<file path="src/hw/l2_switch_settings.svh">
`ifndef L2_SWITCH_SETTINGS_SVH
`define L2_SWITCH_SETTINGS_SVH

// switch geometry
`define L2_NUM_PORTS 4
`define L2_TABLE_DEPTH 8

// ----------------------------------------
// buffering
// ----------------------------------------
`define L2_FIFO_DEPTH 256
// most minimum-size frames the byte buffer can hold
`define L2_DEC_DEPTH 16
`define L2_MIN_FRAME 16

`endif

</file>
<file path="src/hw/l2_switch_pkg.sv">
`default_nettype none

`include "l2_switch_settings.svh"

package l2_switch_pkg;

        // stream and header fields
        typedef logic [7:0] byte_t;
        typedef logic [47:0] mac_addr_t;

        // ----------------------------------------
        // port numbering, one mask bit per port
        // ----------------------------------------
        typedef logic [$clog2(`L2_NUM_PORTS)-1:0] port_id_t;
        typedef logic [`L2_NUM_PORTS-1:0] port_mask_t;

        // header parser
        typedef enum logic {
                IN_HEADER,
                IN_PAYLOAD
        } parse_state_t;

        // egress scheduler
        typedef enum logic [1:0] {
                IDLE,
                SEND,
                DISCARD
        } egress_state_t;

endpackage

`default_nettype wire

</file>
<file path="src/hw/egress_scheduler.sv">
`timescale 1ns/10ps
`default_nettype none

`include "l2_switch_settings.svh"

module egress_scheduler (
        input  wire                             aclk,
        input  wire                             aresetn,
        input  wire                             dec_valid_i,
        input  wire l2_switch_pkg::port_mask_t  dec_mask_i,
        input  wire l2_switch_pkg::byte_t       buf_data_i,
        input  wire                             buf_last_i,
        input  wire                             buf_not_empty_i,
        output logic                            buf_rd_en_o,
        output l2_switch_pkg::byte_t            m_tdata_o,
        output logic                            m_tvalid_o,
        output logic                            m_tlast_o,
        output l2_switch_pkg::port_mask_t       m_port_mask_o,
        input  wire                             m_tready_i
);

        import l2_switch_pkg::*;

        localparam int QW = $clog2(`L2_DEC_DEPTH);

        egress_state_t  state;
        // decision queue, one mask per frame in arrival order
        port_mask_t     q_mem [`L2_DEC_DEPTH];
        logic [QW-1:0]  q_wr;
        logic [QW-1:0]  q_rd;
        logic [QW:0]    q_count;
        logic           q_pop;
        // last byte of the frame already fetched
        logic           fetch_done;

        assign q_pop = (state == IDLE) && (q_count != '0) && buf_not_empty_i;

        // ----------------------------------------
        // buffer read request
        // ----------------------------------------
        always_comb
        begin
                case (state)
                SEND:    buf_rd_en_o = (!m_tvalid_o || m_tready_i) && buf_not_empty_i &&
                                       !fetch_done;
                DISCARD: buf_rd_en_o = buf_not_empty_i;
                default: buf_rd_en_o = 1'b0;
                endcase
        end

        always_ff @(posedge aclk)
        begin
                if (!aresetn)
                begin
                        state      <= IDLE;
                        q_wr       <= '0;
                        q_rd       <= '0;
                        q_count    <= '0;
                        m_tvalid_o <= 1'b0;
                        fetch_done <= 1'b0;
                end
                else
                begin
                        if (dec_valid_i)
                                q_wr <= q_wr + 1'b1;
                        if (q_pop)
                                q_rd <= q_rd + 1'b1;
                        if (dec_valid_i && !q_pop)
                                q_count <= q_count + 1'b1;
                        else if (q_pop && !dec_valid_i)
                                q_count <= q_count - 1'b1;

                        case (state)
                        IDLE:
                        begin
                                // zero mask means filtered
                                if (q_pop)
                                        state <= (q_mem[q_rd] != '0) ? SEND : DISCARD;
                        end
                        SEND:
                        begin
                                if (buf_rd_en_o)
                                begin
                                        m_tvalid_o <= 1'b1;
                                        if (buf_last_i)
                                                fetch_done <= 1'b1;
                                end
                                else if (m_tready_i)
                                begin
                                        m_tvalid_o <= 1'b0;
                                end
                                if (m_tvalid_o && m_tready_i && m_tlast_o)
                                begin
                                        state      <= IDLE;
                                        fetch_done <= 1'b0;
                                end
                        end
                        DISCARD:
                        begin
                                if (buf_rd_en_o && buf_last_i)
                                        state <= IDLE;
                        end
                        default:
                                state <= IDLE;
                        endcase
                end
        end

        // payload side
        always_ff @(posedge aclk)
        begin
                if (dec_valid_i)
                        q_mem[q_wr] <= dec_mask_i;
                if (q_pop)
                        m_port_mask_o <= q_mem[q_rd];
                if (state == SEND && buf_rd_en_o)
                begin
                        m_tdata_o <= buf_data_i;
                        m_tlast_o <= buf_last_i;
                end
        end

        a_queue_room: assert property (@(posedge aclk) disable iff (!aresetn)
                dec_valid_i |-> (q_count < (QW+1)'(`L2_DEC_DEPTH)) || q_pop);
        a_stall_hold: assert property (@(posedge aclk) disable iff (!aresetn)
                m_tvalid_o && !m_tready_i |=> m_tvalid_o && $stable(m_tdata_o) &&
                $stable(m_port_mask_o));

endmodule

`default_nettype wire

</file>
<file path="src/hw/frame_buffer.sv">
`timescale 1ns/10ps
`default_nettype none

`include "l2_switch_settings.svh"

module frame_buffer (
        input  wire                         aclk,
        input  wire                         aresetn,
        input  wire l2_switch_pkg::byte_t   wr_data_i,
        input  wire                         wr_last_i,
        input  wire                         wr_en_i,
        output logic                        full_o,
        input  wire                         rd_en_i,
        output l2_switch_pkg::byte_t        rd_data_o,
        output logic                        rd_last_o,
        output logic                        not_empty_o
);

        import l2_switch_pkg::*;

        localparam int AW = $clog2(`L2_FIFO_DEPTH);

        // byte storage with end-of-frame flag alongside
        byte_t          mem_data [`L2_FIFO_DEPTH];
        logic           mem_last [`L2_FIFO_DEPTH];
        logic [AW-1:0]  wr_ptr;
        logic [AW-1:0]  rd_ptr;
        logic [AW:0]    count;
        logic           do_wr;
        logic           do_rd;

        assign do_wr = wr_en_i && !full_o;
        assign do_rd = rd_en_i && not_empty_o;

        assign full_o      = (count == (AW+1)'(`L2_FIFO_DEPTH));
        assign not_empty_o = (count != '0);

        // head of the queue, seen without a read
        assign rd_data_o = mem_data[rd_ptr];
        assign rd_last_o = mem_last[rd_ptr];

        always_ff @(posedge aclk)
        begin
                if (do_wr)
                begin
                        mem_data[wr_ptr] <= wr_data_i;
                        mem_last[wr_ptr] <= wr_last_i;
                end
        end

        // pointers wrap on their own width
        always_ff @(posedge aclk)
        begin
                if (!aresetn)
                begin
                        wr_ptr <= '0;
                        rd_ptr <= '0;
                        count  <= '0;
                end
                else
                begin
                        if (do_wr)
                                wr_ptr <= wr_ptr + 1'b1;
                        if (do_rd)
                                rd_ptr <= rd_ptr + 1'b1;
                        if (do_wr && !do_rd)
                                count <= count + 1'b1;
                        else if (do_rd && !do_wr)
                                count <= count - 1'b1;
                end
        end

        // callers must respect full and empty
        a_no_write_full: assert property (@(posedge aclk) disable iff (!aresetn)
                wr_en_i |-> !full_o);
        a_no_read_empty: assert property (@(posedge aclk) disable iff (!aresetn)
                rd_en_i |-> not_empty_o);

endmodule

`default_nettype wire

</file>
<file path="src/hw/l2_switch_top.sv">
`timescale 1ns/10ps
`default_nettype none

module l2_switch_top (
        input  wire                             aclk,
        input  wire                             aresetn,
        // merged ingress from all ports
        input  wire l2_switch_pkg::byte_t       s_tdata_i,
        input  wire                             s_tvalid_i,
        input  wire                             s_tlast_i,
        input  wire l2_switch_pkg::port_id_t    s_port_i,
        output logic                            s_tready_o,
        // egress with destination mask
        output l2_switch_pkg::byte_t            m_tdata_o,
        output logic                            m_tvalid_o,
        output logic                            m_tlast_o,
        output l2_switch_pkg::port_mask_t       m_port_mask_o,
        input  wire                             m_tready_i
);

        import l2_switch_pkg::*;

        logic           buf_full;
        logic           accept;
        byte_t          buf_data;
        logic           buf_last;
        logic           buf_not_empty;
        logic           buf_rd_en;

        logic           hdr_valid;
        mac_addr_t      hdr_dst_mac;
        mac_addr_t      hdr_src_mac;
        port_id_t       hdr_src_port;

        logic           dec_valid;
        port_mask_t     dec_mask;

        assign s_tready_o = !buf_full;
        assign accept     = s_tvalid_i && !buf_full;

        // ----------------------------------------
        // data path and decision path side by side
        // ----------------------------------------
        frame_buffer u_frame_buffer (
                .aclk        (aclk),
                .aresetn     (aresetn),
                .wr_data_i   (s_tdata_i),
                .wr_last_i   (s_tlast_i),
                .wr_en_i     (accept),
                .full_o      (buf_full),
                .rd_en_i     (buf_rd_en),
                .rd_data_o   (buf_data),
                .rd_last_o   (buf_last),
                .not_empty_o (buf_not_empty)
        );

        mac_header_parser u_parser (
                .aclk        (aclk),
                .aresetn     (aresetn),
                .beat_i      (accept),
                .data_i      (s_tdata_i),
                .last_i      (s_tlast_i),
                .port_i      (s_port_i),
                .hdr_valid_o (hdr_valid),
                .dst_mac_o   (hdr_dst_mac),
                .src_mac_o   (hdr_src_mac),
                .src_port_o  (hdr_src_port)
        );

        mac_forward_table u_fwd_table (
                .aclk        (aclk),
                .aresetn     (aresetn),
                .hdr_valid_i (hdr_valid),
                .dst_mac_i   (hdr_dst_mac),
                .src_mac_i   (hdr_src_mac),
                .src_port_i  (hdr_src_port),
                .dec_valid_o (dec_valid),
                .dec_mask_o  (dec_mask)
        );

        // pairs each decision with its buffered frame
        egress_scheduler u_scheduler (
                .aclk            (aclk),
                .aresetn         (aresetn),
                .dec_valid_i     (dec_valid),
                .dec_mask_i      (dec_mask),
                .buf_data_i      (buf_data),
                .buf_last_i      (buf_last),
                .buf_not_empty_i (buf_not_empty),
                .buf_rd_en_o     (buf_rd_en),
                .m_tdata_o       (m_tdata_o),
                .m_tvalid_o      (m_tvalid_o),
                .m_tlast_o       (m_tlast_o),
                .m_port_mask_o   (m_port_mask_o),
                .m_tready_i      (m_tready_i)
        );

endmodule

`default_nettype wire

</file>
<file path="src/hw/mac_forward_table.sv">
`timescale 1ns/10ps
`default_nettype none

`include "l2_switch_settings.svh"

module mac_forward_table (
        input  wire                           aclk,
        input  wire                           aresetn,
        input  wire                           hdr_valid_i,
        input  wire l2_switch_pkg::mac_addr_t dst_mac_i,
        input  wire l2_switch_pkg::mac_addr_t src_mac_i,
        input  wire l2_switch_pkg::port_id_t  src_port_i,
        output logic                          dec_valid_o,
        output l2_switch_pkg::port_mask_t     dec_mask_o
);

        import l2_switch_pkg::*;

        localparam int IW = $clog2(`L2_TABLE_DEPTH);

        logic [`L2_TABLE_DEPTH-1:0] tbl_valid;
        mac_addr_t      tbl_mac [`L2_TABLE_DEPTH];
        port_id_t       tbl_port [`L2_TABLE_DEPTH];
        // next entry to evict, oldest insertion
        logic [IW-1:0]  repl_ptr;

        logic           dst_hit;
        port_id_t       dst_port;
        logic           src_hit;
        logic [IW-1:0]  src_idx;
        logic           learn;
        port_mask_t     mask;

        // ----------------------------------------
        // parallel search, pre-learn contents
        // ----------------------------------------
        always_comb
        begin
                dst_hit  = 1'b0;
                dst_port = '0;
                src_hit  = 1'b0;
                src_idx  = '0;
                for (int i = 0; i < `L2_TABLE_DEPTH; i++)
                begin
                        if (tbl_valid[i] && tbl_mac[i] == dst_mac_i)
                        begin
                                dst_hit  = 1'b1;
                                dst_port = tbl_port[i];
                        end
                        if (tbl_valid[i] && tbl_mac[i] == src_mac_i)
                        begin
                                src_hit = 1'b1;
                                src_idx = IW'(i);
                        end
                end
        end

        // group bit is bit 0 of the first byte
        always_comb
        begin
                if (dst_mac_i[40] || !dst_hit)
                        mask = ~(port_mask_t'(1) << src_port_i);
                else if (dst_port == src_port_i)
                        mask = '0;
                else
                        mask = port_mask_t'(1) << dst_port;
        end

        // multicast sources are never learned
        assign learn = hdr_valid_i && !src_mac_i[40];

        always_ff @(posedge aclk)
        begin
                if (!aresetn)
                begin
                        tbl_valid   <= '0;
                        repl_ptr    <= '0;
                        dec_valid_o <= 1'b0;
                end
                else
                begin
                        dec_valid_o <= hdr_valid_i;
                        if (learn && !src_hit)
                        begin
                                tbl_valid[repl_ptr] <= 1'b1;
                                repl_ptr            <= repl_ptr + 1'b1;
                        end
                end
        end

        always_ff @(posedge aclk)
        begin
                if (hdr_valid_i)
                        dec_mask_o <= mask;
                if (learn)
                begin
                        // known station just refreshes its port
                        if (src_hit)
                        begin
                                tbl_port[src_idx] <= src_port_i;
                        end
                        else
                        begin
                                tbl_mac[repl_ptr]  <= src_mac_i;
                                tbl_port[repl_ptr] <= src_port_i;
                        end
                end
        end

        a_no_hairpin: assert property (@(posedge aclk) disable iff (!aresetn)
                dec_valid_o && $onehot(dec_mask_o) |-> !dec_mask_o[$past(src_port_i)]);

endmodule

`default_nettype wire

</file>
<file path="src/hw/mac_header_parser.sv">
`timescale 1ns/10ps
`default_nettype none

`include "l2_switch_settings.svh"

module mac_header_parser (
        input  wire                         aclk,
        input  wire                         aresetn,
        input  wire                         beat_i,
        input  wire l2_switch_pkg::byte_t   data_i,
        input  wire                         last_i,
        input  wire l2_switch_pkg::port_id_t port_i,
        output logic                        hdr_valid_o,
        output l2_switch_pkg::mac_addr_t    dst_mac_o,
        output l2_switch_pkg::mac_addr_t    src_mac_o,
        output l2_switch_pkg::port_id_t     src_port_o
);

        import l2_switch_pkg::*;

        localparam int CW = $clog2(`L2_MIN_FRAME);
        localparam logic [CW-1:0] CNT_MAX = CW'(`L2_MIN_FRAME - 1);
        localparam logic [CW-1:0] HDR_LAST = CW'(11);

        parse_state_t   state;
        // saturates once past the minimum frame length
        logic [CW-1:0]  byte_cnt;

        // ----------------------------------------
        // frame position tracking
        // ----------------------------------------
        always_ff @(posedge aclk)
        begin
                if (!aresetn)
                begin
                        state       <= IN_HEADER;
                        byte_cnt    <= '0;
                        hdr_valid_o <= 1'b0;
                end
                else
                begin
                        hdr_valid_o <= 1'b0;
                        if (beat_i)
                        begin
                                if (state == IN_HEADER && byte_cnt == HDR_LAST)
                                begin
                                        state       <= IN_PAYLOAD;
                                        hdr_valid_o <= 1'b1;
                                end
                                if (last_i)
                                begin
                                        state    <= IN_HEADER;
                                        byte_cnt <= '0;
                                end
                                else if (byte_cnt != CNT_MAX)
                                begin
                                        byte_cnt <= byte_cnt + 1'b1;
                                end
                        end
                end
        end

        // address capture, first byte on the wire ends up as msb
        always_ff @(posedge aclk)
        begin
                if (beat_i && state == IN_HEADER)
                begin
                        if (byte_cnt == '0)
                                src_port_o <= port_i;
                        if (byte_cnt < CW'(6))
                                dst_mac_o <= {dst_mac_o[39:0], data_i};
                        else
                                src_mac_o <= {src_mac_o[39:0], data_i};
                end
        end

        // runt frames would break the decision queue sizing
        a_min_frame: assert property (@(posedge aclk) disable iff (!aresetn)
                beat_i && last_i |-> byte_cnt == CNT_MAX);

endmodule

`default_nettype wire

</file>
<file path="config.mk">
export PLATFORM = sky130hd
export DESIGN_NAME = l2_switch_top
export DESIGN_NICKNAME = d
export VERILOG_FILES = /design/src/hw/l2_switch_pkg.sv /design/src/hw/egress_scheduler.sv /design/src/hw/frame_buffer.sv /design/src/hw/l2_switch_top.sv /design/src/hw/mac_forward_table.sv /design/src/hw/mac_header_parser.sv
export VERILOG_INCLUDE_DIRS = /design/src /design/src/hw
export SDC_FILE = /design/constraint.sdc
export NUM_CORES = 2
export LEC_CHECK = 0
export ABC_CLOCK_PERIOD_IN_PS = 17600
export BUFFER_PORTS_ARGS = -buffer_cell sky130_fd_sc_hd__buf_2
export CELL_PAD_IN_SITES_DETAIL_PLACEMENT = 1
export CELL_PAD_IN_SITES_GLOBAL_PLACEMENT = 1
export CORE_MARGIN = 5
export CORE_UTILIZATION = 60
export DETAILED_ROUTE_END_ITERATION = 12
export PLACE_DENSITY_LB_ADDON = 0.05
export SLEW_MARGIN = 20
export SYNTH_ARGS = -nofsm -noshare
export SYNTH_HDL_FRONTEND = slang
export SYNTH_SLANG_ARGS = --single-unit
</file>
<file path="constraint.sdc">
create_clock -name aclk -period 17.6 [get_ports aclk]
set_input_delay 2.64 -clock aclk [delete_from_list [all_inputs] [get_ports aclk]]
set_output_delay 2.64 -clock aclk [all_outputs]
set_load 0.005 [all_outputs]
</file>
==> out/metrics.cfg <==
[route]
ant_nets=0
vias_per_cell=7.04
dr.pass1.iters=6
vias=63778
routed_wl_um=363000
drt-initial-drc-count=10016
route.detailed.drc=0
post_drt_wl_per_cell_um=40.1

[power_and_ir_drop]
ir_worst_vdd_mv=0.102
powerDensity_nw_per_um2=116
leakage_uw=0.0402
p_total_uw=15400

[floorplan]
die_y_um=457
core_um2=199000
start_util=0.602
rows=164
io_pins=30
die_w_um=457
die_area_um2=209000

[synth]
yosysMostFrequentCell=edfxtp_1
ys_async_sr_fraction=0
synth-simple-area-share=0.0347
synth.avg_cell_area_um2=20.0
ys_warn_count=0
synth_top_cell_by_area=edfxtp_1
synth-edff-count=2883
yosysTopAreaCellShare=0.723
ys_ff_latch=2955
ys_types=73
netlist_instances=5983
synth_top_family_by_area=multiplexers
netlist_area_um2=120000
syn_nets=6028
ys_seq_area_frac=0.735
synthFlopType=edfxtp_1
synthXorXnorAreaFrac=0.0536
synth_common_cells=edfxtp_1, mux4_2, xnor2_1
ys_top_cells_by_area=edfxtp_1, mux4_2, xnor2_1
synthAdderAreaFrac=0.00326
synthMuxAreaShare=0.146
synth-compound-area-share=0.0124

[grt]
grtUsageMet2=0.535
met3_usage=0.0703
gr-usage-all-layers=0.348
grt_pass1_vias=64341
grt_busiest_layer=met2
antenna_found_initial=16
grt_max_degree=167
grtUsageMet1=0.503
grt_pass1_wl_um=510000
grt.overflow.total=0

[critical_path]
critPathMaxStageDelay_ns=0.96
critPathLaunchType=register
reg2reg_setup_slack_ns=11.55
crit_start=u_frame_buffer.rd_ptr[0]
path_delay_family=multiplexers
path_max_fanout=112
reg2reg_to=u_scheduler.m_tdata_o[2]
worstPathRequired_ns=18.26
crit_chain=buf_4 -> buf_4 -> buf_12 -> mux4_2 -> mux4_2 -> mux4_2 -> mux4_2
cpMostUsedCell=mux4_2
crit_type=reg2reg
cp_slowest_cell=dfxtp_4
endpoint=u_scheduler.m_tdata_o[2]
r2r_cells=7
timing.rr.start=u_frame_buffer.rd_ptr[0]
path_buf_inv=3
cp.depth=7
end_kind=register
critPathArrivalTime_ns=6.70

[cts]
post_cts.repair.setup_buffers=0
cts_max_level=5
cts_root_buf=clkbuf_16
cts.sinks=2955
clock_latency_ns=0.95
clkTransAtPathRegs_ns=0.06
cts_resized=0
clockBufferDepth=4
cts_made_buffers=315
hold_buffers=0
cts_tree=done

[placement]
gp_congestion=0.910
io_buffer_count=29
place_ws_ns=11.33
dp_hpwl_um=217000

[sta]
worst_pin_slew_ns=1.25
drv_slew=0
post-route-worst-setup-slack_ns=11.55
relSlewSlack=0.169
final.setup.tns_ns=0
finalHoldViolCount=0
rsz0062_at_grt=no
max_freq_ghz=0.165
setup_viol=0
period_needed_ns=6.05
fin_skew_ns=0.0479
period_share=0.344

[finish]
nets=6208
drive_gt1_frac=0.221
area_delta_synth_final_pct=11.0
fill_cells=15822

[hold_path]
min_path_cells=0
hold_class=reg2reg

[status]
status=finished clean

[run]
max_cap_viol_count=0

cell families (layout without fill, tap and decap cells):
| family | after synthesis | in the layout |
|---|---|---|
| XOR/XNOR | 733 | 733 |
| flip-flops | 2955 | 2955 |
| adder cells (fa/ha/maj) | 30 | 30 |
| multiplexers | 817 | 817 |
| buffers and inverters | 416 | 828 |
| AO/OA/AOI/OAI | 208 | 208 |
| AND/OR/NAND/NOR | 824 | 824 |
| other | 0 | 2 |
layout make-up:
cell class | instances | area, µm² | share of cell area
tap | 2656 | 3320 | 0.0250
inverter | 87 | 327 | 0.00246
sequential | 2955 | 88000 | 0.662
timing repair buffer | 192 | 1550 | 0.0117
clock inverter | 151 | 1250 | 0.00938
clock buffer | 398 | 8430 | 0.0635
antenna | 2 | 5.00 | 0.0000377
multi-input combinational | 2612 | 30000 | 0.226
flip-flops by register name (all words and copies together) (netlist names), 3 cells and up, named ones only:
signal and count:
u_frame_buffer.count 9, u_frame_buffer.mem_data 2048, u_frame_buffer.mem_last 256, u_frame_buffer.rd_ptr 8, u_frame_buffer.wr_ptr 8, u_fwd_table.dec_mask_o 4
u_fwd_table.repl_ptr 3, u_fwd_table.tbl_mac 384, u_fwd_table.tbl_port 16, u_fwd_table.tbl_valid 8, u_parser.byte_cnt 4, u_parser.dst_mac_o 48
u_parser.src_mac_o 48, u_scheduler.m_port_mask_o 4, u_scheduler.m_tdata_o 8, u_scheduler.q_count 5, u_scheduler.q_mem 64, u_scheduler.q_rd 4
u_scheduler.q_wr 4
metrics by stage:
step           instance area [µm²]  utilization  std cells  hold slack, ns
6_report                    133000        0.668       9053           0.479
2_1_floorplan               120000            -       5983           0.421
4_1_cts                     133000        0.668       9050           0.470
3_5_place_dp                123000        0.619       8501           0.447
5_1_grt                     133000        0.668       9051           0.489
3_3_place_gp                123000        0.619       8500           0.435
how the worst min path moves through the flow:
stage                            from                    endpoint  slack (ns)
2_1_floorplan   u_parser.dst_mac_o[2]      u_parser.dst_mac_o[10]        0.42
3_3_place_gp   u_parser.dst_mac_o[15]      u_parser.dst_mac_o[23]        0.44
3_5_place_dp   u_parser.dst_mac_o[15]      u_parser.dst_mac_o[23]        0.45
4_1_cts        u_parser.src_mac_o[30]  u_fwd_table.tbl_mac[3][30]        0.47
5_1_grt        u_parser.src_mac_o[30]  u_fwd_table.tbl_mac[3][30]        0.49
6_report       u_parser.src_mac_o[30]  u_fwd_table.tbl_mac[3][30]        0.48
where the power goes:
group	internal, µW	leakage (µW)	switching (µW)
registers	7770	0.0265	139
logic	470	0.00899	685
clock network	3660	0.00472	2700
layer usage:
layer / part of all wire / vias to the layer above
li1: - / 24478
met1: 0.37 / 34062
met2: 0.47 / 4478
met3: 0.11 / 756
met4: 0.046 / 4
met5: 0.000066 / -
cell usage in the layout (no fill, tap or decap), types with 18 or more instances in the layout:
master,netlist,routed
nand2_1,80,64
buf_4,13,156
nor3_1,28,25
inv_1,84,84
and2_1,58,58
dfxtp_1,72,62
edfxtp_1,2883,2883
clkinv_1,2,57
nor2b_1,30,30
ha_1,28,28
o22ai_1,44,44
mux2i_1,65,65
buf_2,150,20
xor2_1,315,315
nand3_1,39,39
mux4_2,739,739
o21ai_0,27,27
clkbuf_16,0,323
a21oi_1,27,27
nor4_1,104,104
nor2_1,310,308
clkinv_2,0,54
nand4_1,113,113
clkbuf_1,136,68
xnor2_1,418,418
bufinv_16,0,19
nand2b_1,18,18
worst reg2reg max path: cells and delay by family, from the launching register on:
kind     cells  cell delay [ns]
buf+inv      3             2.33
mux          4             2.50
flops        1             0.96
(Power assumes the default switching activity.)
